File: src/hw/fft_pkg.sv
package fft_pkg;

    localparam int fft_points = 16;
    localparam int fft_log2   = 4;
    localparam int num_stages = 2;
    localparam int din_width  = 16;
    localparam int dout_width = din_width + 2 * num_stages; // one bit per butterfly
    localparam int coef_width = 16;                         // Q1.14
    localparam int coef_frac  = 14;
    localparam int coef_one   = 1 << coef_frac;
    // total buffer fill of the chain (8+4+2+1), in samples
    localparam int pipe_delay = fft_points - 1;

    typedef enum logic [7:0] {
        ctrl    = 8'h00,
        status  = 8'h04,
        sample  = 8'h08,
        re_base = 8'h40,
        im_base = 8'h80
    } reg_addr_e;

    typedef enum logic [1:0] {
        bf_pass,
        bf_add,
        bf_add_j
    } bf_state_e;

    typedef enum logic {
        feed_collect,
        feed_flush
    } feed_state_e;

    function automatic logic [fft_log2-1:0] bit_reverse(input logic [fft_log2-1:0] idx);
        logic [fft_log2-1:0] r;
        for (int i = 0; i < fft_log2; i++)
            r[i] = idx[fft_log2-1-i];
        return r;
    endfunction

endpackage

File: src/hw/fft_unscrambler.sv
`timescale 1ns/1ps

module fft_unscrambler (
    input  logic                                  clk,
    input  logic                                  rst,
    input  logic signed [fft_pkg::dout_width-1:0] din_re,
    input  logic signed [fft_pkg::dout_width-1:0] din_im,
    input  logic                                  din_valid,
    input  logic                                  clear,
    input  logic [3:0]                            rd_index,
    output logic signed [fft_pkg::dout_width-1:0] rd_re,
    output logic signed [fft_pkg::dout_width-1:0] rd_im,
    output logic                                  done
);
    logic signed [fft_pkg::dout_width-1:0] mem_re [0:fft_pkg::fft_points-1];
    logic signed [fft_pkg::dout_width-1:0] mem_im [0:fft_pkg::fft_points-1];
    logic [4:0] cnt;
    logic [3:0] idx;
    logic       wr_en;

    // first outputs after clear are buffer leftovers of the previous flush
    assign idx   = 4'(cnt - 5'(fft_pkg::pipe_delay));
    assign wr_en = din_valid && cnt >= 5'(fft_pkg::pipe_delay)
                   && cnt < 5'(fft_pkg::pipe_delay + fft_pkg::fft_points);

    always_ff @(posedge clk) begin
        if (rst || clear) begin
            cnt  <= '0;
            done <= 1'b0;
        end else if (din_valid) begin
            cnt <= cnt + 1'b1;
            if (wr_en && idx == 4'd15)
                done <= 1'b1;
        end
    end

    always_ff @(posedge clk) begin
        if (wr_en) begin
            mem_re[fft_pkg::bit_reverse(idx)] <= din_re; // bins arrive bit-reversed
            mem_im[fft_pkg::bit_reverse(idx)] <= din_im;
        end
    end

    assign rd_re = mem_re[rd_index];
    assign rd_im = mem_im[rd_index];

    a_no_write_done: assert property (@(posedge clk) disable iff (rst) done |-> !wr_en);
endmodule

File: config.mk
export PLATFORM = sky130hd
export DESIGN_NAME = fft_unscrambler
export DESIGN_NICKNAME = d
export VERILOG_FILES = /design/src/hw/fft_pkg.sv /design/src/hw/fft_unscrambler.sv
export SDC_FILE = /design/constraint.sdc
export NUM_CORES = 1
export LEC_CHECK = 0
export CORE_MARGIN = 2
export CORE_UTILIZATION = 30
export CTS_CLUSTER_DIAMETER = 150
export DETAILED_ROUTE_END_ITERATION = 8
export DONT_BUFFER_PORTS = 1
export PLACE_DENSITY = 0.48
export SLEW_MARGIN = 20
export SYNTH_ARGS = -nofsm -noshare
export SYNTH_HDL_FRONTEND = slang
export SYNTH_SLANG_ARGS = --single-unit
File: constraint.sdc
create_clock -name clk -period 5.4 [get_ports clk]
set_input_delay 0.81 -clock clk [delete_from_list [all_inputs] [get_ports clk]]
set_output_delay 0.81 -clock clk [all_outputs]
set_load 0.02 [all_outputs]
======== After elaboration in Yosys (flattened, before gate mapping) ========
Memory sizes are Yosys's and may differ from the RTL's.
Index checks and enable logic that the tools add are counted.
cells by class
  reduce and logical (&&, ||, !) cells .... 5
  equality and inequality tests ........... 1
  muxes and demuxes ....................... 2
  order comparisons ....................... 2
  add/sub/neg operators ................... 2
operator list
  kind                   count
  $add A5 B1 Y5 const B  1
  $ge A5 B4 Y1 const B   1
  $lt A5 B5 Y1 const B   1
  $eq A4 B4 Y1 const B   1
  $sub A4 B4 Y4 const B  1
  $logic_and A1 B1 Y1    3
  $mux W1                2
  $reduce_and A2 Y1      1
  $logic_or A1 B1 Y1     1
storage, ports and cells
  input port bits ......................... 48
  memories ................................ 2
  logic and storage cells ................. 16
  memory bits (writable) .................. 640
  output and inout port bits .............. 41
  bits in registers ....................... 6
memory list
  name    words  bits a word  read ports  clocked after memory_dff  write ports  RTL line               text
  mem_im  16     20           1           0                         1            fft_unscrambler.sv:16  logic signed [fft_pkg::dout_width-1:0] mem_im [0:fft_pkg::fft_points-1];
  mem_re  16     20           1           0                         1            fft_unscrambler.sv:15  logic signed [fft_pkg::dout_width-1:0] mem_re [0:fft_pkg::fft_points-1];

======== Depth between registers and ports, before layout ========
  depth in word-level cells ............... 5
  depth in mapped cells ................... 8
  depth with buffers taken out ............ 7

======== Least setup slack after synthesis ========
No wires, ideal clock.
  path type ............................... flip-flop to flip-flop
  start ................................... register cnt[0]
  end ..................................... memory mem_im[12][0] in the netlist's numbering (enable)
  data arrival time ....................... 3372 ps
  library setup time ...................... 438 ps
  stages on the path, launching flop included .. 9
  setup slack ............................. 1590 ps
  period minus slack after synthesis ...... 3810 ps
  path buffers ............................ 1
  data required time ...................... 4962 ps
  path through ............................ dfxtp_1 > ha_1 > clkbuf_1 > and3_1 > ha_1 > nor2_1 > mux2i_1 > nand3_1 > nor2_1
between the ends
  word-level cells in the longest chain between the ends .. 5
  elaborated cells between the ends (all ways) .. 7
  classes of those cells .................. add/sub (1); order compare (2); mux (2); reduce/logical (2)
RTL lines
  what                           RTL line               text
  from (decl)                    fft_unscrambler.sv:17  logic [4:0] cnt;
  from (signal assigned)         fft_unscrambler.sv:31  cnt <= cnt + 1'b1;
  $ge A5 B4 Y1                   fft_unscrambler.sv:23  assign wr_en = din_valid && cnt >= 5'(fft_pkg::pipe_delay)
  $logic_and A1 B1 Y1            fft_unscrambler.sv:23
  $logic_and A1 B1 Y1            fft_unscrambler.sv:24  && cnt < 5'(fft_pkg::pipe_delay + fft_pkg::fft_points);
  $mux W1                        fft_unscrambler.sv:38  if (wr_en) begin
  $mux W1 (not written as such)  fft_unscrambler.sv:40  mem_im[fft_pkg::bit_reverse(idx)] <= din_im;
  to (decl)                      fft_unscrambler.sv:16
Parallel ways exist; a longest one is shown, timed or not.

======== Worst setup path in the final report ========
  start ................................... register cnt[0]
  end ..................................... memory mem_re[10][17] in the netlist's numbering (enable)
between the ends
  word-level cells in the longest chain between the ends .. 5
  elaborated cells between the ends (all ways) .. 7
  classes of those cells .................. add/sub (1); order compare (2); mux (2); reduce/logical (2)
RTL lines
  what                           RTL line               text
  $ge A5 B4 Y1                   fft_unscrambler.sv:23
  $logic_and A1 B1 Y1            fft_unscrambler.sv:23
  $logic_and A1 B1 Y1            fft_unscrambler.sv:24
  $mux W1                        fft_unscrambler.sv:38
  $mux W1 (not written as such)  fft_unscrambler.sv:39  mem_re[fft_pkg::bit_reverse(idx)] <= din_re;
  to (decl)                      fft_unscrambler.sv:15
Parallel ways exist; a longest one is shown, timed or not.

==> flow_summary.toml <==
[status]
outcome = "finished, final reports clean"

[synthesis]
yosys-top-cells-count = "sky130_fd_sc_hd__edfxtp_1 (640), sky130_fd_sc_hd__mux4_2 (160), sky130_fd_sc_hd__a22oi_1 (81)"
net_count_after_synthesis = 1104
synth_top_area_cell = "sky130_fd_sc_hd__edfxtp_1"
synth_top_cell_area_share = 0.7877
yosysUniqueCellTypes = 27
synth.area.mux_share = 0.1485
ys.warnings.count = 0
synth.cell_area_um2 = 24400
synth_edf_count = 640
post_synth.cell_area_avg_um2 = 23.24
sequential_area_share_after_synthesis = 0.7926
yosys_register_bits = 646
synth_top_cells_by_area = "sky130_fd_sc_hd__edfxtp_1 (79%), sky130_fd_sc_hd__mux4_2 (15%), sky130_fd_sc_hd__a22oi_1 (2.5%)"
compound_cell_area_share_of_the_yosys_netlist = 0.02651
yosys.area_share.adder = 0.003077
post_synth_and_or_nand_nor_area_fraction = 0.01405
synth-xor-area-share = 0.001795
post-synth-top-count-cell = "sky130_fd_sc_hd__edfxtp_1"
netlist_instances = 1050
main_combinational_cell_family_by_area_after_synthesis = "multiplexers"
synthFlopType = "sky130_fd_sc_hd__edfxtp_1"
asyncSetResetFlopFracSynth = 0

[sta]
rsz0062_at_grt = "no"
final-setup-viol-count = 0
final_hold_viol_count = 0
slew_viol_final = 0
worst_pin_slew_ns = 1.101
final_period_minus_worst_setup_slack_ns = 3.597
final.setup.tns_ns = 0
max_freq_mhz = 278.0
timing.max_slew.rel_slack = 0.2659
period_share = 0.6662
final.setup_skew_ns = 0.01662

[global_route]
aggregate_global_route_resource_usage = 0.1378
overflow = 0
pin_count_of_the_biggest_net_entering_global_routing = 161
via_count_of_the_first_global_routing_pass = 11620
grt_antenna_before_repair = 0
grt_pass1_wl_um = 82320

[clock_network]
clock-sinks = 646
clockRootBuffer = "sky130_fd_sc_hd__clkbuf_16"
ctsLongestPathBuffers = 3
htree_num_levels = 3
cts-buffers-inserted = 71
worstSkewPairLatency_ns = 0.62
clk_pin_slew_worst_paths_ns = 0.06
tritoncts = "done"
cts.repair_timing.setup_buffer_count = 0
post_cts_hold_buffer_count = 0
count_of_instances_resized_after_the_clock_tree_is_built = 0

[cells_and_area]
layout.filler_cells = 7343
finish.instance_area_um2 = 28110
area_growth_syn_to_fin_pct = 15.20
multi_input_gate_area_um2 = 4876
nNetsFinal = 1148
antennaDiodeCount = 0
final-seq-area_um2 = 19340
final_layout_size_suffix_gt1_frac = 0.2700

[floorplan]
die_area_um2 = 83630
floorplan.initialDensity = 0.3029
die-width_um = 289.2
die_height_um = 289.2
rows = 104
boundaryPins = 89
placeableCoreArea_um2 = 80550

[pwr]
leakagePower_nw = 8.581
vdd.ir_drop.worst_v = 0.0002027
p_total_mw = 10.45
power_density_nw_per_um2 = 371.7

[critical_path]
cp_top_family = "simple AND/OR/NAND/NOR gates"
arrival_ns = 3.85
path_cells = "ha_1 -> and3_1 -> ha_1 -> nor2_1 -> mux2i_1 -> nand3_1 -> nor2_4 -> buf_4"
critPathRequiredTime_ns = 5.65
worstPathMaxFanout = 25
setup.worst_path.start_class = "register"
critical_path.n_buffers_inverters = 1
slowest_delay_ns = 0.70
timing.setup.critical_path_class = "reg2reg"
cpMostUsedCell = "sky130_fd_sc_hd__ha_1"
cpMaxStageDelayCell = "sky130_fd_sc_hd__nor2_4"
setup.worst_path.end_class = "register"

[placed_design]
dpl_cell_area_um2 = 25820
port-buffer-count = 0
hpwl_after_dpl_um = 31770
gp_routability_congestion = 0.6880

[detailed_routing]
viasPerCell = 4.858
final_antenna_net_count = 0
drt-total-wl_um = 56420
detailedRoute.firstPassIterationCount = 4
drt_iter0_drc = 777
via_count = 10750
number_of_remaining_drc_errors = 0
routed_wire_length_per_instance_um = 25.50

[worst_hold_path]
worstHoldPathType = "in2reg"

[job]
maxCapViolations = 0
-- where the power goes --
group	internal, mW	switching [mW]
Sequential	5.52	0.00256
Combinational	0.137	0.151
Clock	2.70	1.94
-- registers in the layout (all words and copies together), names as in the netlist --
register  cells
mem_im      320
mem_re      320
cnt           5
done          1
-- layer usage --
layer  wire length (um)  global-route usage  up-vias
met5                  0                   0        -
met1              24720              0.1871     5842
met4                931             0.03802        0
li1                   -                   -     4584
met3               3559             0.03504       75
met2              27210              0.2203      244
-- layout by cell type (no fill, tap or decap), types with 8 or more instances in the layout --
cell	instances
sky130_fd_sc_hd__edfxtp_1	640
sky130_fd_sc_hd__mux4_2	160
sky130_fd_sc_hd__a22oi_1	81
sky130_fd_sc_hd__clkbuf_16	72
sky130_fd_sc_hd__nand2_1	43
sky130_fd_sc_hd__buf_4	23
sky130_fd_sc_hd__clkinv_1	18
sky130_fd_sc_hd__nor2_4	17
sky130_fd_sc_hd__clkinv_2	15
sky130_fd_sc_hd__clkbuf_1	12
sky130_fd_sc_hd__nor2_1	8
-- through the flow --
| stage | hold slack, ns | utilization | instances | worst slack, ns |
|---|---|---|---|---|
| 3_5_place_dp | 0.5411 | 0.3206 | 2079 | 1.714 |
| 6_report | 0.2852 | 0.3490 | 2212 | 1.803 |
| 4_1_cts | 0.2507 | 0.3485 | 2210 | 1.721 |
| 2_1_floorplan | 0.4961 | - | 1050 | 1.590 |
| 5_1_grt | 0.2613 | 0.3490 | 2212 | 1.572 |
| 3_3_place_gp | 0.5334 | 0.3199 | 2077 | 1.693 |
-- final cells by class --
class,instances,share of cell area
Sequential cell,646,0.6880
Multi-Input combinational cell,343,0.1735
Clock buffer,84,0.06570
Tap cell,1060,0.04718
Clock inverter,47,0.01433
Timing Repair Buffer,29,0.01095
Inverter,3,0.0004006
-- cells by family after synthesis --
group,count (synthesis)
fa+ha+maj,6
compound gates,87
buf+inv,61
mux,162
flops,646
xor+xnor,5
simple gates,83
-- final timing paths --
kind                  startpoint                        to  slack [ns]  depth (start not counted)
max          cnt[0]$_SDFFE_PP0P_  mem_re[10][17]$_DFFE_PP_        1.80                          8
min                    din_im[3]   mem_im[10][3]$_DFFE_PP_        0.29                          0
min reg2reg  cnt[4]$_SDFFE_PP0P_       cnt[4]$_SDFFE_PP0P_        0.55                          2
max reg2reg  cnt[0]$_SDFFE_PP0P_  mem_re[10][17]$_DFFE_PP_        1.80                          8
Power figures use the tool's default switching activity.
