==> src/hw/fft_pkg.sv <==
package fft_pkg;

    localparam int fft_points = 16;
    localparam int fft_log2   = 4;
    localparam int num_stages = 2;
    localparam int din_width  = 16;
    localparam int dout_width = din_width + 2 * num_stages; // one bit per butterfly
    localparam int coef_width = 16;                         // Q1.14
    localparam int coef_frac  = 14;
    localparam int coef_one   = 1 << coef_frac;
    // total buffer fill of the chain (8+4+2+1), in samples
    localparam int pipe_delay = fft_points - 1;

    typedef enum logic [7:0] {
        ctrl    = 8'h00,
        status  = 8'h04,
        sample  = 8'h08,
        re_base = 8'h40,
        im_base = 8'h80
    } reg_addr_e;

    typedef enum logic [1:0] {
        bf_pass,
        bf_add,
        bf_add_j
    } bf_state_e;

    typedef enum logic {
        feed_collect,
        feed_flush
    } feed_state_e;

    function automatic logic [fft_log2-1:0] bit_reverse(input logic [fft_log2-1:0] idx);
        logic [fft_log2-1:0] r;
        for (int i = 0; i < fft_log2; i++)
            r[i] = idx[fft_log2-1-i];
        return r;
    endfunction

endpackage

==> src/hw/fft_apb_regs.sv <==
`timescale 1ns/1ps

module fft_apb_regs (
    input  logic                                    clk,
    input  logic                                    rst,
    input  logic                                    psel,
    input  logic                                    penable,
    input  logic                                    pwrite,
    input  logic [7:0]                              paddr,
    input  logic [31:0]                             pwdata,
    output logic [31:0]                             prdata,
    output logic                                    pready,
    output logic                                    pslverr,
    input  logic                                    done,
    output logic [3:0]                              rd_index,
    input  logic signed [fft_pkg::dout_width-1:0]   rd_re,
    input  logic signed [fft_pkg::dout_width-1:0]   rd_im,
    output logic signed [fft_pkg::din_width-1:0]    s0_re,
    output logic signed [fft_pkg::din_width-1:0]    s0_im,
    output logic                                    s0_valid,
    output logic                                    clear
);
    localparam int ew = 32 - fft_pkg::dout_width;

    fft_pkg::feed_state_e state;
    logic [4:0] samp_cnt;
    logic [3:0] flush_cnt;
    logic       access, is_ctrl, is_status, is_sample, is_re, is_im, mapped;
    logic       samp_ok, samp_wr;

    assign access    = psel & penable;
    assign is_ctrl   = (paddr == fft_pkg::ctrl);
    assign is_status = (paddr == fft_pkg::status);
    assign is_sample = (paddr == fft_pkg::sample);
    assign is_re     = (paddr[7:6] == fft_pkg::re_base[7:6]) && (paddr[1:0] == 2'b00);
    assign is_im     = (paddr[7:6] == fft_pkg::im_base[7:6]) && (paddr[1:0] == 2'b00);
    assign mapped    = is_ctrl | is_status | is_sample | is_re | is_im;

    assign samp_ok = !done && state == fft_pkg::feed_collect && samp_cnt < 5'd16;
    assign samp_wr = access & pwrite & is_sample & samp_ok;
    assign clear   = access & pwrite & is_ctrl & pwdata[0];

    assign pready  = 1'b1; // zero wait states
    assign pslverr = access & (~mapped | (pwrite & (is_status | is_re | is_im))
                               | (pwrite & is_sample & ~samp_ok));

    // flush pushes zeros so the frame drains out of the buffers
    assign s0_valid = samp_wr | (state == fft_pkg::feed_flush);
    assign s0_re    = (state == fft_pkg::feed_flush) ? '0 : pwdata[15:0];
    assign s0_im    = (state == fft_pkg::feed_flush) ? '0 : pwdata[31:16];
    assign rd_index = paddr[5:2];

    always_ff @(posedge clk) begin
        if (rst) begin
            state     <= fft_pkg::feed_collect;
            samp_cnt  <= '0;
            flush_cnt <= '0;
        end else begin
            if (clear)
                samp_cnt <= '0;
            else if (samp_wr)
                samp_cnt <= samp_cnt + 1'b1;
            case (state)
                fft_pkg::feed_collect: begin
                    flush_cnt <= '0;
                    if (samp_wr && samp_cnt == 5'd15)
                        state <= fft_pkg::feed_flush;
                end
                fft_pkg::feed_flush: begin
                    flush_cnt <= flush_cnt + 1'b1;
                    if (flush_cnt == 4'd15)
                        state <= fft_pkg::feed_collect;
                end
                default: state <= fft_pkg::feed_collect;
            endcase
        end
    end

    always_comb begin
        prdata = '0;
        if (access && !pwrite) begin
            if (is_status)
                prdata = {23'b0, samp_cnt, 3'b0, done};
            else if (is_re)
                prdata = {{ew{rd_re[fft_pkg::dout_width-1]}}, rd_re};
            else if (is_im)
                prdata = {{ew{rd_im[fft_pkg::dout_width-1]}}, rd_im};
        end
    end

    a_apb_enable: assert property (@(posedge clk) disable iff (rst) penable |-> psel);
endmodule

==> config.mk <==
export PLATFORM = sky130hd
export DESIGN_NAME = fft_apb_regs
export DESIGN_NICKNAME = d
export VERILOG_FILES = /design/src/hw/fft_pkg.sv /design/src/hw/fft_apb_regs.sv
export SDC_FILE = /design/constraint.sdc
export NUM_CORES = 1
export LEC_CHECK = 0
export BUFFER_PORTS_ARGS = -buffer_cell sky130_fd_sc_hd__buf_2
export CAP_MARGIN = 15
export CELL_PAD_IN_SITES_DETAIL_PLACEMENT = 1
export CELL_PAD_IN_SITES_GLOBAL_PLACEMENT = 1
export CORE_UTILIZATION = 20
export DETAILED_ROUTE_END_ITERATION = 6
export PLACE_DENSITY_LB_ADDON = 0.15
export SKIP_CTS_REPAIR_TIMING = 1
export SLEW_MARGIN = 30
export SYNTH_ARGS = -nofsm -noshare
export SYNTH_HDL_FRONTEND = slang
export SYNTH_SLANG_ARGS = --single-unit
==> constraint.sdc <==
create_clock -name clk -period 5.3 [get_ports clk]
set_input_delay 1.06 -clock clk [delete_from_list [all_inputs] [get_ports clk]]
set_output_delay 1.06 -clock clk [all_outputs]
set_load 0.005 [all_outputs]
Word-level counts from Yosys, hierarchy flattened
Index checks and enable logic that the tools add are counted.
W data, S select, Z words.
{"block": "word_totals", "in_bits": 86, "wordCells": 55, "out_inout_bits": 72, "ff_bits": 10}
{"block": "op_classes", "n_reduce_logical": 11, "muxes": 10, "n_bitwise": 22, "magnitude_cmp": 1, "n_eq_ne": 6, "addsub": 2}
{"cell": "$mux W32", "count": 4}
{"cell": "$mux W16", "count": 2}
{"cell": "$and A1 B1 Y1", "count": 10}
{"cell": "$or A1 B1 Y1", "count": 9}
{"cell": "$eq A8 B3 Y1 const B", "count": 1}
{"cell": "$eq A8 B4 Y1 const B", "count": 1}
{"cell": "$logic_not A8 Y1", "count": 1}
{"cell": "$pmux W4 S2", "count": 1}
{"cell": "$logic_and A1 B1 Y1", "count": 6}
{"cell": "$add A5 B1 Y5 const B", "count": 1}
{"cell": "$eq A5 B4 Y1 const B", "count": 1}
{"cell": "$lt A5 B5 Y1 const B", "count": 1}
{"cell": "$add A4 B1 Y4 const B", "count": 1}
{"cell": "$eq A4 B4 Y1 const B", "count": 1}
{"cell": "$not A1 Y1", "count": 3}
{"cell": "$eq A2 B1 Y1 const B", "count": 1}
{"cell": "$eq A2 B2 Y1 const B", "count": 1}
{"cell": "$logic_not A1 Y1", "count": 2}
{"cell": "$logic_not A2 Y1", "count": 1}
{"cell": "$mux W1", "count": 2}
{"cell": "$pmux W1 S2", "count": 1}
{"cell": "$reduce_or A2 Y1", "count": 1}

Logic depth before layout (Yosys ltp)
Gate-level depths: netlist of the first run.
{"block": "depth", "depth_word": 9, "mapped_depth": 7, "depth_no_buf": 6}

Worst setup path after synthesis of the first run
OpenSTA, ideal clock, no wires.
{"block": "synth_path", "path_kind": "input -> output", "startpoint": "input port paddr[1]", "endpoint": "output port prdata[20]", "path_buffers": 3, "path_stages": 7, "arrival_time_ps": 2853, "t_required_ps": 4240, "setup_slack_ps": 1387, "cell_sequence": "or2_2 clkbuf_1 nor3b_1 clkbuf_1 a22oi_1 nor2_1 buf_4"}
{"block": "synth_between", "elab_chain_cells": 6, "word_cells_on_any_way": 8, "cone_classes": "eq/ne (1); mux (4); reduce/logical (3)"}
{"item": "start, declared", "line_no": "fft_apb_regs.sv:9", "text": "input logic [7:0] paddr,"}
{"item": "$logic_not A2 Y1", "line_no": "fft_apb_regs.sv:35, fft_apb_regs.sv:36"}
{"item": "$logic_and A1 B1 Y1", "line_no": "fft_apb_regs.sv:36", "text": "assign is_im = (paddr[7:6] == fft_pkg::im_base[7:6]) && (paddr[1:0] == 2'b00);"}
{"item": "$mux W32", "line_no": "fft_apb_regs.sv:86", "text": "else if (is_im)"}
{"item": "$mux W32", "line_no": "fft_apb_regs.sv:84", "text": "else if (is_re)"}
{"item": "$mux W32 *", "line_no": "fft_apb_regs.sv:82", "text": "if (is_status)"}
{"item": "$mux W32 *", "line_no": "fft_apb_regs.sv:81", "text": "if (access && !pwrite) begin"}
{"item": "end, declared", "line_no": "fft_apb_regs.sv:11", "text": "output logic [31:0] prdata,"}
Every way passes the cells marked *; elsewhere a longest branch is shown, timed or not.

Worst setup path after layout of the first run
{"block": "layout_path", "startpoint": "input port paddr[6]", "endpoint": "output port prdata[19]"}
{"block": "layout_between", "elab_chain_cells": 6, "word_cells_on_any_way": 9, "cone_classes": "eq/ne (3); mux (4); reduce/logical (2)"}
{"item": "$eq A2 B2 Y1", "line_no": "fft_apb_regs.sv:36"}
{"item": "$logic_and A1 B1 Y1", "line_no": "fft_apb_regs.sv:36"}
{"item": "$mux W32", "line_no": "fft_apb_regs.sv:86"}
{"item": "$mux W32", "line_no": "fft_apb_regs.sv:84"}
{"item": "$mux W32 *", "line_no": "fft_apb_regs.sv:82"}
{"item": "$mux W32 *", "line_no": "fft_apb_regs.sv:81"}
Marked as above.

==> results of run 1 <==
[sequential cells by signal (all words and copies together) (netlist names)]
register and flops:
flush_cnt 4, samp_cnt 5, state 1
[through the flow]
step / instances / hold slack [ns] / total power, W
finish: 378 / 0.480 / 0.000252
global route: 378 / 0.530 / 0.000268
CTS: 378 / 0.489 / 0.000257
detailed placement: 374 / 0.452 / 0.000156
global placement: 374 / 0.441 / 0.000155
floorplan: 171 / 0.418 / 0.000107
[cell usage in the layout (no fill, tap or decap), types with 2 or more instances in the layout]
master,count
or2_2,3
or4_4,2
or3_1,2
nand3_1,3
nor3b_2,2
nor4_1,2
nor2b_1,34
buf_2,156
clkbuf_8,4
a21oi_1,4
nand2b_1,2
ha_1,3
inv_1,5
buf_4,5
nand2_1,4
nor2_1,27
xnor2_1,2
xor2_1,2
a22oi_1,14
dfxtp_1,10
o21ai_0,4
a222oi_1,6
[cells by family (layout without fill, tap and decap cells)]
group / count (synthesis) / count (layout) / synth area share [%]
and+or+nand+nor: 86 / 86 / 39.8
buffers and inverters: 35 / 170 / 17.3
AOI/OAI and AO/OA: 31 / 31 / 19.0
DFF: 10 / 10 / 16.7
xor gates and xnor gates: 4 / 4 / 2.92
adders and majority gates: 3 / 3 / 3.13
other: 1 / 1 / 0.313
muxes: 1 / 1 / 0.835
[power breakdown]
| part | leakage [nW] | switching (W) | internal, W |
|---|---|---|---|
| clock | 0.0288 | 0.0000333 | 0.0000656 |
| sequential | 0.0805 | 0.00000000352 | 0.0000753 |
| combinational | 0.958 | 0.0000322 | 0.0000455 |
[metal layers]
layer  up-vias  GRT usage, %
met5         -             0
met4         0          4.36
met3         2          4.69
met2       118          25.9
met1       729          18.1
li1        839             -
[worst max path at each step]
stage	end
final	prdata[19]
after global routing	prdata[30]
after CTS	prdata[19]
after detailed placement	prdata[19]
after global placement	prdata[19]
after floorplan	prdata[20]
[layout make-up]
class	count	area (um2)	share of cell area [%]
multi-input combinational	126	801	40.4
inverter	5	18.8	0.946
timing repair buffer	161	818	41.3
tap	72	90.1	4.54
clock buffer	4	55.1	2.78
sequential	10	200	10.1
[worst max-delay path: stages]
cell,delay [ns]
buf_2,0.12
or4_4,0.56
nor4_1,0.24
buf_4,0.20
or2_0,0.11
buf_4,0.19
nor2_1,0.16
buf_2,0.17
==> metrics, run 1 <==
post-route cell area=1980 um2; Die W=79.4 um; leakage power=1.07 nW; M1 WL=2000 um; gr usage total=15.1%; unique cell type count in the Yosys netlist=33; metal2 WL=2250 um; synth top area cells=nor2b_1 18%, dfxtp_1 17%, buf_4 11%, a22oi_1 8.8%, nor2_1 8.5%; Syn Inst Count=171; met3 routed WL=631 um; status=finished, final reports clean; Starting DRT DRC Count=75; area leader, netlist=nor2b_1; Syn Std Cell Area=1200 um2; Period Utilization, post-route=73.0%; Vias/cell=4.47; maximum fanout along the worst path=14; Slew headroom=64.5%; global-route wire length before repair=7560 um; min cycle time layout=3.87 ns; top layer in use=met4; DRT Pass-1 Iters=4; Clock Latency Late Sink=0.24 ns; gpl congestion=0.687; Yosys top cell area share=17.7%; HP Start=flush_cnt[0]; Syn Area/Cell=7.01 um2; Die ar.=6310 um2; clk root buf=clkbuf_8; CP Class=in -> out; R2R Setup Slk=3.39 ns; dpl cell area=1930 um2; layout cell share with drive strength beyond 1=56.2%; CTS tree=built; critical path endpoint category=output pin; Slew Viols, Final=0; FF-to-FF Start=samp_cnt[4]; initial antenna violation count=0; number of global-route vias before repair=1598; RSZ-0062 raised after global routing=no; critical path required time=4.24 ns; Critical Path Start Type=input pin; worst hold path cell count=1; sequential area share after synthesis=16.7%; Worst R2R End=samp_cnt[3]; clock sinks=10; Setup Skew=0.00178 ns; largest net degree at the start of global routing=37; Critical path origin=paddr[6]; routed length per instance=13.0 um; nets@finish=396; top-count cell post-synth=nor2b_1; IO Port Bufs=156; Yosys Warn Count=0; final wirelength=4910 um; Initial Util=21.2%; clock slew at reported path FFs=0.05 ns; Worst Hold Path EP=flush_cnt[0]; Routed Antenna Nets=0; filler cell count=780; Max Root-Sink Buffers=2; CTS buffer count=3; fraction of registers with async set/reset=0%; setup ws final=1.43 ns; crit path DAT=2.81 ns; via count of the routed design=1688; gr ovfl total=0; setup_tns=0 ns; Core Footprint=5640 um2; measured slew at the worst slew-check pin=0.530 ns; layout overhead on the synthesized area=65.4%; I/O Pins=158; final hold vios=0; Max-Cap Viols=0; Syn Nets=260; pre-CTS WS=1.41 ns; dpl hpwl=4160 um; Rows=27; fmax=258 MHz; H-tree levels=1; register bit total from synthesis=10; Post-synth EDFFs=0; # DRC=0; Commonest cells post-synth=34 x nor2b_1, 27 x nor2_1, 18 x buf_4; final core utilization=35.2%; P per Cell Area=127 nW/um2; final antenna diode count=0; Die Ht=79.4 um; worst hold path type=reg -> reg; maximum vdd ir drop=0.0000694 V; final setup violation count=0; Synth Flop Type=dfxtp_1; worst r2r path cells=4
Note: power is estimated with default switching activity, not from simulation.
==> inputs of run 2 (changes only) <==
- ABC_AREA: unset -> 1
- CORE_UTILIZATION: 20 -> 21
- clock period: 5.3 -> 3.88 ns (I/O delays scaled with it)
==> metrics, run 2 <==
CP max stage delay=0.59 ns; Syn Inst Count=259; Commonest cells post-synth=48 x nor2_1, 45 x inv_1, 42 x nand4_1; final hold vios=0; Core Footprint=6790 um2; Critical Path Start Type=input pin; DRT Pass-1 Iters=5; final setup violation count=0; gr ovfl total=0; commonest non-fill, non-tap cell in the layout=buf_2; cell mode on critical path=buf_2; clk root buf=clkbuf_8; Yosys top cell area share=17.7%; fraction of registers with async set/reset=0%; Yosys Warn Count=0; dpl hpwl=5080 um; clock sinks=10; crit path DAT=2.23 ns; Initial Util=21.8%; CTS tree=built; clock slew at reported path FFs=0.05 ns; Routed Antenna Nets=0; I/O Pins=158; initial antenna violation count=0; post-route cell area=2270 um2; max reg flops=5; Slew headroom=52.0%; gpl congestion=0.704; fmax=332 MHz; synth top area cells=nand4_1 18%, dfxtp_1 14%, nor2_1 12%, inv_1 11%, buf_4 9.1%; most frequent cells in the layout=156 x buf_2, 48 x nor2_1, 45 x inv_1; area leader, netlist=nand4_1; final antenna diode count=0; maximum fanout along the worst path=23; register bit total from synthesis=10; RSZ-0062 raised after global routing=no; Syn Std Cell Area=1480 um2; Starting DRT DRC Count=42; register area=200 um2; Die ar.=7390 um2; routed length per instance=12.9 um; area of the multi-input gates=895 um2; layout overhead on the synthesized area=53.1%; Clock Latency Late Sink=0.23 ns; CTS buffer count=3; Syn Area/Cell=5.72 um2; Period Utilization, post-route=77.6%; Max-Cap Viols=0; layout cell share with drive strength beyond 1=45.6%; Worst path slowest cell=a21oi_1; nets@finish=480; Synth Flop Type=dfxtp_1; number of global-route vias before repair=2049; worst hold path type=reg -> reg; gr usage total=15.9%; CP Cell Sequence=buf_2, inv_1, nand4_1, a21oi_1, buf_2; Die W=86.0 um; unique cell type count in the Yosys netlist=26; P per Cell Area=159 nW/um2; largest register by flop count=samp_cnt; sequential area share after synthesis=13.5%; dpl cell area=2210 um2; global-route wire length before repair=9600 um; Setup Skew=0.00100 ns; CP Class=in -> out; Regs by FF count=samp_cnt (5), flush_cnt (4), state (1); Post-synth EDFFs=0; via count of the routed design=2127; setup_tns=0 ns; H-tree levels=1; critical path endpoint category=output pin; min cycle time layout=3.01 ns; # DRC=0; Rows=30; IO Port Bufs=156; maximum vdd ir drop=0.000143 V; filler cell count=956; Die Ht=86.0 um; leakage power=1.29 nW; Slew Viols, Final=0; largest net degree at the start of global routing=34; top-count cell post-synth=nor2_1; final wirelength=6260 um; Syn Nets=348; status=finished, final reports clean; measured slew at the worst slew-check pin=0.720 ns; Vias/cell=4.38; critical path required time=3.10 ns; Max Root-Sink Buffers=2
-- run 2: worst paths after layout --
check / from / endpoint / slack [ns] / cells past startpoint
min: flush_cnt[0] / flush_cnt[0] / 0.45 / 1
max: paddr[6] / prdata[30] / 0.87 / 5
min reg2reg: flush_cnt[0] / flush_cnt[0] / 0.45 / 1
max reg2reg: samp_cnt[0] / samp_cnt[4] / 2.50 / 6
-- run 2: cells by family after synthesis --
| kind of cell | synth area share, % |
|---|---|
| and+or+nand+nor | 47.1 |
| buffers and inverters | 26.1 |
| AOI/OAI and AO/OA | 10.5 |
| adders and majority gates | 2.53 |
| other | 0.253 |
| DFF | 13.5 |
-- run 2: per-layer routing --
layer | vias up | GRT usage, % | part of all wire (%) | wire length (um)
met5 | - | 0 | 0 | 0
met4 | 0 | 3.33 | 0.77 | 48
met3 | 4 | 1.06 | 3.7 | 229
met2 | 58 | 29.6 | 53 | 3290
met1 | 971 | 19.9 | 43 | 2690
li1 | 1094 | - | - | -
-- run 2: per-stage QoR --
step	utilization (%)	instances	worst slack (ns)	power [W]	hold WS, ns
after global placement	32.6	482	0.922	0.000231	0.438
after detailed placement	32.6	482	0.853	0.000233	0.445
after CTS	33.4	486	0.849	0.000368	0.457
final	33.4	486	0.871	0.000361	0.449
after floorplan	-	259	1.05	0.000162	0.418
after global routing	33.4	486	0.702	0.000384	0.480
-- run 2: power by group --
part / switching, W / leakage (nW) / internal, W / total [W]
combinational: 0.0000677 / 1.18 / 0.0000596 / 0.000127
clock: 0.0000419 / 0.0288 / 0.0000893 / 0.000131
sequential: 0.00000000497 / 0.0805 / 0.000103 / 0.000103
total: 0.000110 / 1.29 / 0.000252 / 0.000361
-- run 2: area by class of cell --
class	instances	area share, %
Multi-Input combinational cell	168	39.4
Timing Repair Buffer	162	36.4
Sequential cell	10	8.83
Inverter	46	7.61
Tap cell	96	5.30
Clock buffer	4	2.43
-- run 2: critical path, delay by kind of cell --
| family | cells | cell delay (ns) |
|---|---|---|
| AOI/OAI and AO/OA | 1 | 0.59 |
| and+or+nand+nor | 1 | 0.12 |
| buffers and inverters | 3 | 0.74 |
