--- src/hw/fft_pkg.sv ---
package fft_pkg;

    localparam int fft_points = 16;
    localparam int fft_log2   = 4;
    localparam int num_stages = 2;
    localparam int din_width  = 16;
    localparam int dout_width = din_width + 2 * num_stages; // one bit per butterfly
    localparam int coef_width = 16;                         // Q1.14
    localparam int coef_frac  = 14;
    localparam int coef_one   = 1 << coef_frac;
    // total buffer fill of the chain (8+4+2+1), in samples
    localparam int pipe_delay = fft_points - 1;

    typedef enum logic [7:0] {
        ctrl    = 8'h00,
        status  = 8'h04,
        sample  = 8'h08,
        re_base = 8'h40,
        im_base = 8'h80
    } reg_addr_e;

    typedef enum logic [1:0] {
        bf_pass,
        bf_add,
        bf_add_j
    } bf_state_e;

    typedef enum logic {
        feed_collect,
        feed_flush
    } feed_state_e;

    function automatic logic [fft_log2-1:0] bit_reverse(input logic [fft_log2-1:0] idx);
        logic [fft_log2-1:0] r;
        for (int i = 0; i < fft_log2; i++)
            r[i] = idx[fft_log2-1-i];
        return r;
    endfunction

endpackage

--- src/hw/sdf_delay.sv ---
`timescale 1ns/1ps

module sdf_delay #(
    parameter int depth = 4,
    parameter int width = 32
) (
    input  logic             clk,
    input  logic             rst,
    input  logic             en,
    input  logic [width-1:0] din,
    output logic [width-1:0] dout
);
    logic [width-1:0] sr [0:depth-1];

    always_ff @(posedge clk) begin
        for (int i = 0; i < depth; i++) begin
            if (rst)
                sr[i] <= '0;
            else if (en)
                sr[i] <= (i == 0) ? din : sr[i-1];
        end
    end

    assign dout = sr[depth-1];
endmodule

--- src/hw/r22_bf1.sv ---
`timescale 1ns/1ps

module r22_bf1 #(
    parameter int width       = 16,
    parameter int buffer_size = 8
) (
    input  logic                    clk,
    input  logic                    rst,
    input  logic signed [width-1:0] din_re,
    input  logic signed [width-1:0] din_im,
    input  logic                    din_valid,
    output logic signed [width:0]   dout_re,
    output logic signed [width:0]   dout_im,
    output logic                    dout_valid
);
    localparam int cbits = $clog2(buffer_size) + 1;

    logic [cbits-1:0]      cnt;
    fft_pkg::bf_state_e    state;
    logic signed [width:0] fb_in_re, fb_in_im, fb_re, fb_im;
    logic signed [width:0] out_re, out_im;

    always_ff @(posedge clk) begin
        if (rst)
            cnt <= '0;
        else if (din_valid)
            cnt <= cnt + 1'b1;
    end

    // second half of each 2*buffer_size window does the butterfly
    assign state = cnt[cbits-1] ? fft_pkg::bf_add : fft_pkg::bf_pass;

    always_comb begin
        if (state == fft_pkg::bf_add) begin
            fb_in_re = fb_re - din_re;
            fb_in_im = fb_im - din_im;
            out_re   = fb_re + din_re;
            out_im   = fb_im + din_im;
        end else begin
            fb_in_re = din_re; // store first half
            fb_in_im = din_im;
            out_re   = fb_re;  // drain previous differences
            out_im   = fb_im;
        end
    end

    sdf_delay #(.depth(buffer_size), .width(2 * width + 2)) u_fb (
        .clk  (clk),
        .rst  (rst),
        .en   (din_valid),
        .din  ({fb_in_re, fb_in_im}),
        .dout ({fb_re, fb_im})
    );

    always_ff @(posedge clk) begin
        if (rst)
            dout_valid <= 1'b0;
        else
            dout_valid <= din_valid;
        if (din_valid) begin
            dout_re <= out_re;
            dout_im <= out_im;
        end
    end

    // an unknown sample would poison the feedback delay for the rest of the frame
    a_din_known: assert property (@(posedge clk) disable iff (rst)
        din_valid |-> !$isunknown({din_re, din_im}));
endmodule

--- src/hw/r22_bf2.sv ---
`timescale 1ns/1ps

module r22_bf2 #(
    parameter int width       = 17,
    parameter int buffer_size = 4
) (
    input  logic                    clk,
    input  logic                    rst,
    input  logic signed [width-1:0] din_re,
    input  logic signed [width-1:0] din_im,
    input  logic                    din_valid,
    output logic signed [width:0]   dout_re,
    output logic signed [width:0]   dout_im,
    output logic                    dout_valid
);
    localparam int cbits = $clog2(buffer_size) + 2;

    logic [cbits-1:0]      cnt;
    logic [1:0]            quarter;
    fft_pkg::bf_state_e    state;
    logic signed [width:0] x_re, x_im;
    logic signed [width:0] fb_in_re, fb_in_im, fb_re, fb_im;
    logic signed [width:0] out_re, out_im;

    always_ff @(posedge clk) begin
        if (rst)
            cnt <= '0;
        else if (din_valid)
            cnt <= cnt + 1'b1;
    end

    // input lags the window by the bf1 fill of 2*buffer_size, so the top bit flips
    assign quarter = {~cnt[cbits-1], cnt[cbits-2]};

    always_comb begin
        case (quarter)
            2'd1:    state = fft_pkg::bf_add;
            2'd3:    state = fft_pkg::bf_add_j;
            default: state = fft_pkg::bf_pass;
        endcase
    end

    always_comb begin
        x_re = din_re;
        x_im = din_im;
        if (state == fft_pkg::bf_add_j) begin
            x_re = din_im;  // times -j
            x_im = -din_re;
        end
        if (state == fft_pkg::bf_pass) begin
            fb_in_re = x_re;
            fb_in_im = x_im;
            out_re   = fb_re;
            out_im   = fb_im;
        end else begin
            fb_in_re = fb_re - x_re;
            fb_in_im = fb_im - x_im;
            out_re   = fb_re + x_re;
            out_im   = fb_im + x_im;
        end
    end

    sdf_delay #(.depth(buffer_size), .width(2 * width + 2)) u_fb (
        .clk  (clk),
        .rst  (rst),
        .en   (din_valid),
        .din  ({fb_in_re, fb_in_im}),
        .dout ({fb_re, fb_im})
    );

    always_ff @(posedge clk) begin
        if (rst)
            dout_valid <= 1'b0;
        else
            dout_valid <= din_valid;
        if (din_valid) begin
            dout_re <= out_re;
            dout_im <= out_im;
        end
    end

    a_dout_known: assert property (@(posedge clk) disable iff (rst)
        dout_valid |-> !$isunknown({dout_re, dout_im}));
endmodule

--- src/hw/twiddle_mult.sv ---
`timescale 1ns/1ps

module twiddle_mult #(
    parameter int stage = 0,
    parameter int width = 18
) (
    input  logic                    clk,
    input  logic                    rst,
    input  logic signed [width-1:0] din_re,
    input  logic signed [width-1:0] din_im,
    input  logic                    din_valid,
    output logic signed [width-1:0] dout_re,
    output logic signed [width-1:0] dout_im,
    output logic                    dout_valid
);
    localparam int cw   = fft_pkg::coef_width;
    localparam int pw   = width + cw + 1;
    localparam int lat  = 3 * (fft_pkg::fft_points >> (2 * stage + 2)); // bf1+bf2 fill
    localparam bit last = (stage == fft_pkg::num_stages - 1);

    logic [fft_pkg::fft_log2-1:0] cnt, pos;
    logic [3:0]                   e;
    logic signed [cw-1:0]         c, s;
    logic signed [pw-1:0]         p_re, p_im;

    always_ff @(posedge clk) begin
        if (rst)
            cnt <= '0;
        else if (din_valid)
            cnt <= cnt + 1'b1;
    end

    assign pos = cnt - lat[fft_pkg::fft_log2-1:0];
    // group order 0,2,1,3 is the 2-bit reversal of the group index
    assign e   = last ? 4'd0 : pos[1:0] * {pos[2], pos[3]};

    always_comb begin
        case (e)
            4'd1:    begin c = 16'sd15137;  s = 16'sd6270;   end
            4'd2:    begin c = 16'sd11585;  s = 16'sd11585;  end
            4'd3:    begin c = 16'sd6270;   s = 16'sd15137;  end
            4'd4:    begin c = 16'sd0;      s = 16'sd16384;  end
            4'd6:    begin c = -16'sd11585; s = 16'sd11585;  end
            4'd9:    begin c = -16'sd15137; s = -16'sd6270;  end
            default: begin c = cw'(fft_pkg::coef_one); s = 16'sd0; end
        endcase
    end

    // (a + jb)(c - js)
    assign p_re = din_re * c + din_im * s + (pw'(1) <<< (fft_pkg::coef_frac - 1));
    assign p_im = din_im * c - din_re * s + (pw'(1) <<< (fft_pkg::coef_frac - 1));

    always_ff @(posedge clk) begin
        if (rst)
            dout_valid <= 1'b0;
        else
            dout_valid <= din_valid;
        if (din_valid) begin
            dout_re <= width'(p_re >>> fft_pkg::coef_frac);
            dout_im <= width'(p_im >>> fft_pkg::coef_frac);
        end
    end
endmodule

--- src/hw/r22_stage.sv ---
`timescale 1ns/1ps

module r22_stage #(
    parameter int stage = 0
) (
    input  logic                                    clk,
    input  logic                                    rst,
    input  logic signed [fft_pkg::din_width+2*stage-1:0] din_re,
    input  logic signed [fft_pkg::din_width+2*stage-1:0] din_im,
    input  logic                                    din_valid,
    output logic signed [fft_pkg::din_width+2*stage+1:0] dout_re,
    output logic signed [fft_pkg::din_width+2*stage+1:0] dout_im,
    output logic                                    dout_valid
);
    localparam int w   = fft_pkg::din_width + 2 * stage;
    localparam int bf1 = fft_pkg::fft_points >> (2 * stage + 1);
    localparam int bf2 = fft_pkg::fft_points >> (2 * stage + 2);

    logic signed [w:0]   a_re, a_im;
    logic signed [w+1:0] b_re, b_im;
    logic                a_valid, b_valid;

    r22_bf1 #(.width(w), .buffer_size(bf1)) u_bf1 (
        .clk(clk), .rst(rst), .din_re(din_re), .din_im(din_im), .din_valid(din_valid),
        .dout_re(a_re), .dout_im(a_im), .dout_valid(a_valid)
    );

    r22_bf2 #(.width(w + 1), .buffer_size(bf2)) u_bf2 (
        .clk(clk), .rst(rst), .din_re(a_re), .din_im(a_im), .din_valid(a_valid),
        .dout_re(b_re), .dout_im(b_im), .dout_valid(b_valid)
    );

    twiddle_mult #(.stage(stage), .width(w + 2)) u_tw (
        .clk(clk), .rst(rst), .din_re(b_re), .din_im(b_im), .din_valid(b_valid),
        .dout_re(dout_re), .dout_im(dout_im), .dout_valid(dout_valid)
    );
endmodule

--- config.mk ---
export PLATFORM = sky130hd
export DESIGN_NAME = r22_stage
export DESIGN_NICKNAME = d
export VERILOG_FILES = /design/src/hw/fft_pkg.sv /design/src/hw/sdf_delay.sv /design/src/hw/r22_bf1.sv /design/src/hw/r22_bf2.sv /design/src/hw/twiddle_mult.sv /design/src/hw/r22_stage.sv
export SDC_FILE = /design/constraint.sdc
export NUM_CORES = 2
export LEC_CHECK = 0
export BUFFER_PORTS_ARGS = -buffer_cell sky130_fd_sc_hd__buf_2
export CORE_MARGIN = 2
export CORE_UTILIZATION = 50
export CTS_CLUSTER_SIZE = 30
export DETAILED_ROUTE_END_ITERATION = 16
export PLACE_DENSITY = 0.65
export SYNTH_ARGS = -nofsm -noshare
export SYNTH_HDL_FRONTEND = slang
export SYNTH_SLANG_ARGS = --single-unit
--- constraint.sdc ---
create_clock -name clk -period 11.2 [get_ports clk]
set_input_delay 0.56 -clock clk [delete_from_list [all_inputs] [get_ports clk]]
set_output_delay 0.56 -clock clk [all_outputs]
set_load 0.02 [all_outputs]
-- After elaboration in Yosys (flattened, before gate mapping)
Memories as Yosys holds them, arrays and structs flattened.
Cells that the tools add are included.
- memories kept: 2
- output and inout port bits: 37
- register bits after elaboration: 121
- latch bits: 0
- bits in writable memories: 416
- word-level logic and storage cells: 95
- ROM bits: 0
- divide/modulo/power cells: 0
- mux-type cells: 34
- magnitude comparators: 0
- multipliers: 5
- shift operators: 0
- add/sub/neg operators: 17
- bitwise operators: 13
- equal/unequal tests: 10
- reduce and logical (&&, ||, !) cells: 2
- memory list (name ; words ; bits a word ; rd ports ; clocked after memory_dff ; wr ports ; RTL line ; source):
    u_bf1.u_fb.sr ; 8 ; 34 ; 8 ; 0 ; 8 ; sdf_delay.sv:13 ; logic [width-1:0] sr [0:depth-1];
    u_bf2.u_fb.sr ; 4 ; 36 ; 4 ; 0 ; 4 ; sdf_delay.sv:13 ;
- operator list (operator ; number):
    $mux 34 ; 8
    $mux 36 ; 4
    $mul 18x16->32 ; 4
    $mux 18 ; 6
    $pmux 16 s6 ; 1
    $pmux 16 s5 ; 1
    $mux 17 ; 4
    $add 32x15->32 const B ; 2
    $add 18x18->18 ; 2
    $sub 18x18->18 ; 2
    $add 17x16->17 ; 2
    $sub 17x16->17 ; 2
    $add 32x32->32 ; 1
    $sub 32x32->32 ; 1
    $neg 17->18 ; 1
    $add 4x1->4 const B ; 3
    $or 1x1->1 ; 12
    $mux 1 ; 9
    $eq 4x2->1 const B ; 2
    $eq 4x3->1 const B ; 2
    $eq 2x1->1 const B ; 2
    $eq 2x2->1 const B ; 2
    $eq 4x1->1 const B ; 1
    $eq 4x4->1 const B ; 1
    6 further kinds ; 6

-- Longest topological paths before layout
- depth in word-level cells: 8
- depth in mapped cells: 41
- mapped depth without buffers: 38

-- Cells and area by module
Synthesis repeated with hierarchy kept, for this count alone.
- cell total of the unflattened synthesis: 6577
- area, all modules: 68753.4 sq um
- by module, submodules not included (module ; instances ; sequential area each (sq um) ; area each (sq um) ; cells each):
    twiddle_mult ; 1 ; 1181.1 ; 40531.4 ; 4186
    sdf_delay (u_bf1.u_fb) ; 1 ; 8167.8 ; 10856.7 ; 605
    r22_bf2 ; 1 ; 1181.1 ; 6238.5 ; 793
    sdf_delay (u_bf2.u_fb) ; 1 ; 4324.1 ; 5781.8 ; 320
    r22_bf1 ; 1 ; 1121.1 ; 5345.1 ; 673

-- Worst setup path after synthesis
OpenSTA, ideal clock, no wires.
- path type: register -> register
- from: register u_tw.cnt[2] in the netlist's numbering
- to: register u_tw.dout_re[10] (data pin)
- required time: 10941 ps
- cell stages (with the launch flop): 34
- slack: 2221 ps
- data arrival time: 8720 ps
- setup time: 259 ps
- cells stage by stage: dfxtp_1 buf_6 xor2_1 and2_1 ha_1 clkbuf_1 buf_1 nand2_1 nand2_1 clkbuf_1 and2_1 fa_1 fa_1 inv_1 fa_1 fa_1 inv_1 fa_1 fa_1 fa_1 inv_1 fa_1 inv_1 ha_1 a211o_1 nor4_1 nand2_1 a31oi_4 nor3_1 or2_4 o41a_4 a21oi_4 nor3_1 o31a_1
- word-level cells in the longest chain between the ends: 8
- elaborated cells between the ends (all ways): 15
- classes of those cells: add/sub: 3; mul: 3; eq/ne: 6; mux: 2; reduce/logical: 1
- ends and longest elaborated chain (element ; RTL line ; source):
    start: declaration ; twiddle_mult.sv:21 ; logic [fft_pkg::fft_log2-1:0] cnt, pos;
    start signal: assignment ; twiddle_mult.sv:30 ; cnt <= cnt + 1'b1;
    $sub 4x4->4 (*) ; twiddle_mult.sv:33 ; assign pos = cnt - lat[fft_pkg::fft_log2-1:0];
    $mul 2x2->4 (*) ; twiddle_mult.sv:35 ; assign e = last ? 4'd0 : pos[1:0] * {pos[2], pos[3]};
    $eq 4x2->1 / $eq 4x3->1 (equally long branches) ; twiddle_mult.sv:38 ; case (e)
    $reduce_or 2->1 (no source line) ; n/a ;
    $pmux 16 s5 ; twiddle_mult.sv:38 ;
    $mul 18x16->32 ; twiddle_mult.sv:50 ; assign p_re = din_re * c + din_im * s + (pw'(1) <<< (fft_pkg::coef_frac - 1));
    $add 32x32->32 (*) ; twiddle_mult.sv:50 ;
    $add 32x15->32 (*) ; twiddle_mult.sv:50 ;
    net u_tw.p_re[24] ; twiddle_mult.sv:24 ; logic signed [pw-1:0] p_re, p_im;
    end signal: assignment ; twiddle_mult.sv:59 ; dout_re <= width'(p_re >>> fft_pkg::coef_frac);
    end: declaration ; twiddle_mult.sv:12 ; output logic signed [width-1:0] dout_re,
The timed path passes the listed nets; every way through them passes the cells marked *.
A chain may end at the register's enable or synchronous reset.

-- Worst setup path in the final report
- from: register u_tw.cnt[2] in the netlist's numbering
- to: register u_tw.dout_re[16] (data pin)
Same word-level chain as after synthesis.

==> flow_summary.json <==
{
  "status": "complete, no violations",
  "cts_buffers": 57,
  "p_leak_nw": 33.9,
  "grt_util_all_layers": 0.247,
  "cts_root_buf": "clkbuf_16",
  "crit_required_ps": 11600,
  "ys_types": 75,
  "hold_viol_final": 0,
  "min_period_ps": 10350,
  "numPortBuffers": 71,
  "synth_fa_ha_area_frac": 0.443,
  "fp.coreArea_um2": 132000,
  "cts_tree": "yes",
  "die_height_um": 369,
  "start_util": 0.504,
  "max_stage_delay_ps": 870,
  "r2r_start": "u_tw.cnt[2]",
  "dpl-instance-area_um2": 68700,
  "clk_latency_ps": 670,
  "synth_mux_area_frac": 0.0107,
  "via_per_inst": 5.18,
  "cp_common_cell": "fa_1",
  "crit_path_end_kind": "register",
  "dieArea_um2": 136000,
  "min_period_over_period": 0.924,
  "fp-row-count": 133,
  "synth_top_family_by_area": "adder cells",
  "slew_headroom": 0.256,
  "synth_nets": 8110,
  "worstPathArrival_ps": 10750,
  "netlist_area_um2": 66500,
  "gr-max-usage-layer": "met2",
  "cp-startpoint": "u_tw.cnt[2]",
  "yosysTopAreaCellShare": 0.361,
  "rsz0062_at_grt": "no",
  "cpMaxStageDelayCell": "ha_1",
  "synth_area_leader_cell": "fa_1",
  "use_met3": 0.0357,
  "globalRouteMet2Util": 0.426,
  "drtAntennaViolNets": 0,
  "wl_per_cell_um": 19.7,
  "cts_num_sinks": 537,
  "clk_pin_slew_ps": 60,
  "grt_overflow_total": 0,
  "vdd_drop_max_uv": 283,
  "grt_pass1_vias": 45600,
  "setup_violations": 0,
  "worst_slack_ps": 849,
  "synth-edff-count": 522,
  "synth-xor-area-share": 0.0315,
  "ys_seq_area_frac": 0.240,
  "start_kind": "register",
  "syn_inst": 6440,
  "finalClockSkew_ps": 61.1,
  "gp_congestion": 0.947,
  "fin_nets": 8053,
  "cts_resized": 0,
  "drc": 0,
  "worst_pin_slew_ps": 1120,
  "firstDrtPassIters": 5,
  "io_pins": 72,
  "final_cell_mix": "inv_1 (1494), fa_1 (1199), and2_1 (632)",
  "vias": 42400,
  "hpwl_mm": 127,
  "htreeDepth": 2,
  "synth_compound_area_frac": 0.0412,
  "hold_path.class": "in2reg",
  "ys.flop_type": "edfxtp_1",
  "power_mw": 9.74,
  "antenna_found_initial": 5,
  "async_flop_share": 0,
  "syn_avg_cell_area_um2": 10.3,
  "final_common_cell": "inv_1",
  "min_from": "din_re[10]",
  "reg2reg_slack_ps": 850,
  "finalWirelength_mm": 161,
  "grt_start_max_net_pins": 175,
  "syn_to_final_growth_pct": 6.18,
  "drv.max_cap_violation_count": 0,
  "die_w_um": 369,
  "cts_setup_buffers": 0,
  "synth_warnings": 0,
  "synthTopCellsByArea": "fa_1 (36%), edfxtp_1 (24%), inv_1 (8.4%)",
  "crit_fanout": 24,
  "hold_buffers": 0,
  "synth_simple_gate_area_share": 0.133,
  "crit_type": "reg2reg",
  "clk_path_buf_depth": 3,
  "fin_area_um2": 70600,
  "setup_tns_ps": 0,
  "power.density_nw_per_um2": 138,
  "drive_gt1_frac": 0.0474,
  "grt_pass1_wl_mm": 257,
  "slew_violations": 0,
  "fmax_mhz": 96.6,
  "ys_ff_latch": 537,
  "drtIter0Drc": 2751,
  "dpl_worst_slack_ps": 870,
  "use_met1": 0.308
}
routing by layer:
| layer | vias up | part of all wire | wire length (um) |
|---|---|---|---|
| met5 | - | 0.000093 | 15 |
| met4 | 2 | 0.052 | 8300 |
| met2 | 1208 | 0.50 | 80600 |
| li1 | 19400 | - | - |
| met3 | 314 | 0.057 | 9240 |
| met1 | 21500 | 0.39 | 62900 |
critical path: cells and delay by family (launching register included):
family                   cells  cell delay (ps)
adder cells (fa/ha/maj)     10             5060
AO/OA/AOI/OAI                6             1620
flip-flops                   1              450
buffers and inverters        5              240
XOR/XNOR                     2              320
AND/OR/NAND/NOR              8             2390
final cells by class:
type	instances	area, um^2
Fill cell	11700	61200
Multi-Input combinational cell	4134	43900
Sequential cell	537	16000
Inverter	1500	5630
Tap cell	1755	2200
Clock buffer	68	1490
Timing Repair Buffer	153	983
Clock inverter	36	407
Antenna cell	2	5.00
state kept, by name (all words and copies together) (netlist names):
name and cells:
u_tw.dout_re 18, u_bf2.u_fb.sr 144, u_tw.cnt 4, u_bf2.dout_valid 1, u_bf1.dout_valid 1, u_bf2.dout_im 18, u_tw.dout_valid 1, u_bf2.dout_re 18
u_bf1.u_fb.sr 272, u_bf1.dout_im 17, u_bf1.dout_re 17, u_tw.dout_im 18, u_bf1.cnt 4, u_bf2.cnt 4
final timing paths:
check | end | cells past startpoint
setup reg to reg | u_tw.dout_re[16] | 31
hold reg to reg | u_bf1.u_fb.sr[1][16] | 1
setup / recovery | u_tw.dout_re[16] | 31
hold / removal | u_bf1.u_fb.sr[0][27] | 3
cell usage after synthesis (8+ instances only):
cell type	number
o21ai_0	58
mux2_2	17
nor3_1	53
nor2b_1	40
a21o_1	23
a211o_1	8
xnor2_1	195
buf_1	14
ha_1	436
o31ai_1	8
o21a_1	9
or2_2	17
or3_1	15
a21oi_1	187
nor2_1	284
nand4_1	14
o21bai_1	21
inv_1	1496
a31oi_1	20
xor2_1	44
o211ai_1	10
a211oi_1	23
edfxtp_1	522
mux2i_1	52
nor4_1	10
buf_2	11
and3_1	22
nand2b_1	68
dfxtp_1	15
fa_1	1199
nand3_1	29
clkbuf_1	242
and2_1	632
nand2_1	552
per-stage QoR:
stage / std cells / hold WS, ps / utilization
5_1_grt: 8184 / 257 / 0.536
4_1_cts: 8183 / 210 / 0.536
6_report: 8185 / 262 / 0.536
3_5_place_dp: 8079 / 502 / 0.521
3_3_place_gp: 8079 / 495 / 0.521
2_1_floorplan: 6440 / 479 / -
power breakdown:
group | leakage (nW) | internal [mW] | switching, mW
combinational | 27.3 | 2.18 | 2.98
clock | 0.907 | 1.09 | 0.816
sequential | 5.70 | 2.60 | 0.0705
cells by family (layout without fill, tap and decap cells):
logic type      count (synthesis)  after routing
compound gates                434            434
xor+xnor                      239            239
fa+ha+maj                    1635           1635
buf+inv                      1769           1757
flops                         537            537
mux                            69             69
other cells                     0              2
simple gates                 1757           1757
Power figures use the tool's default switching activity.
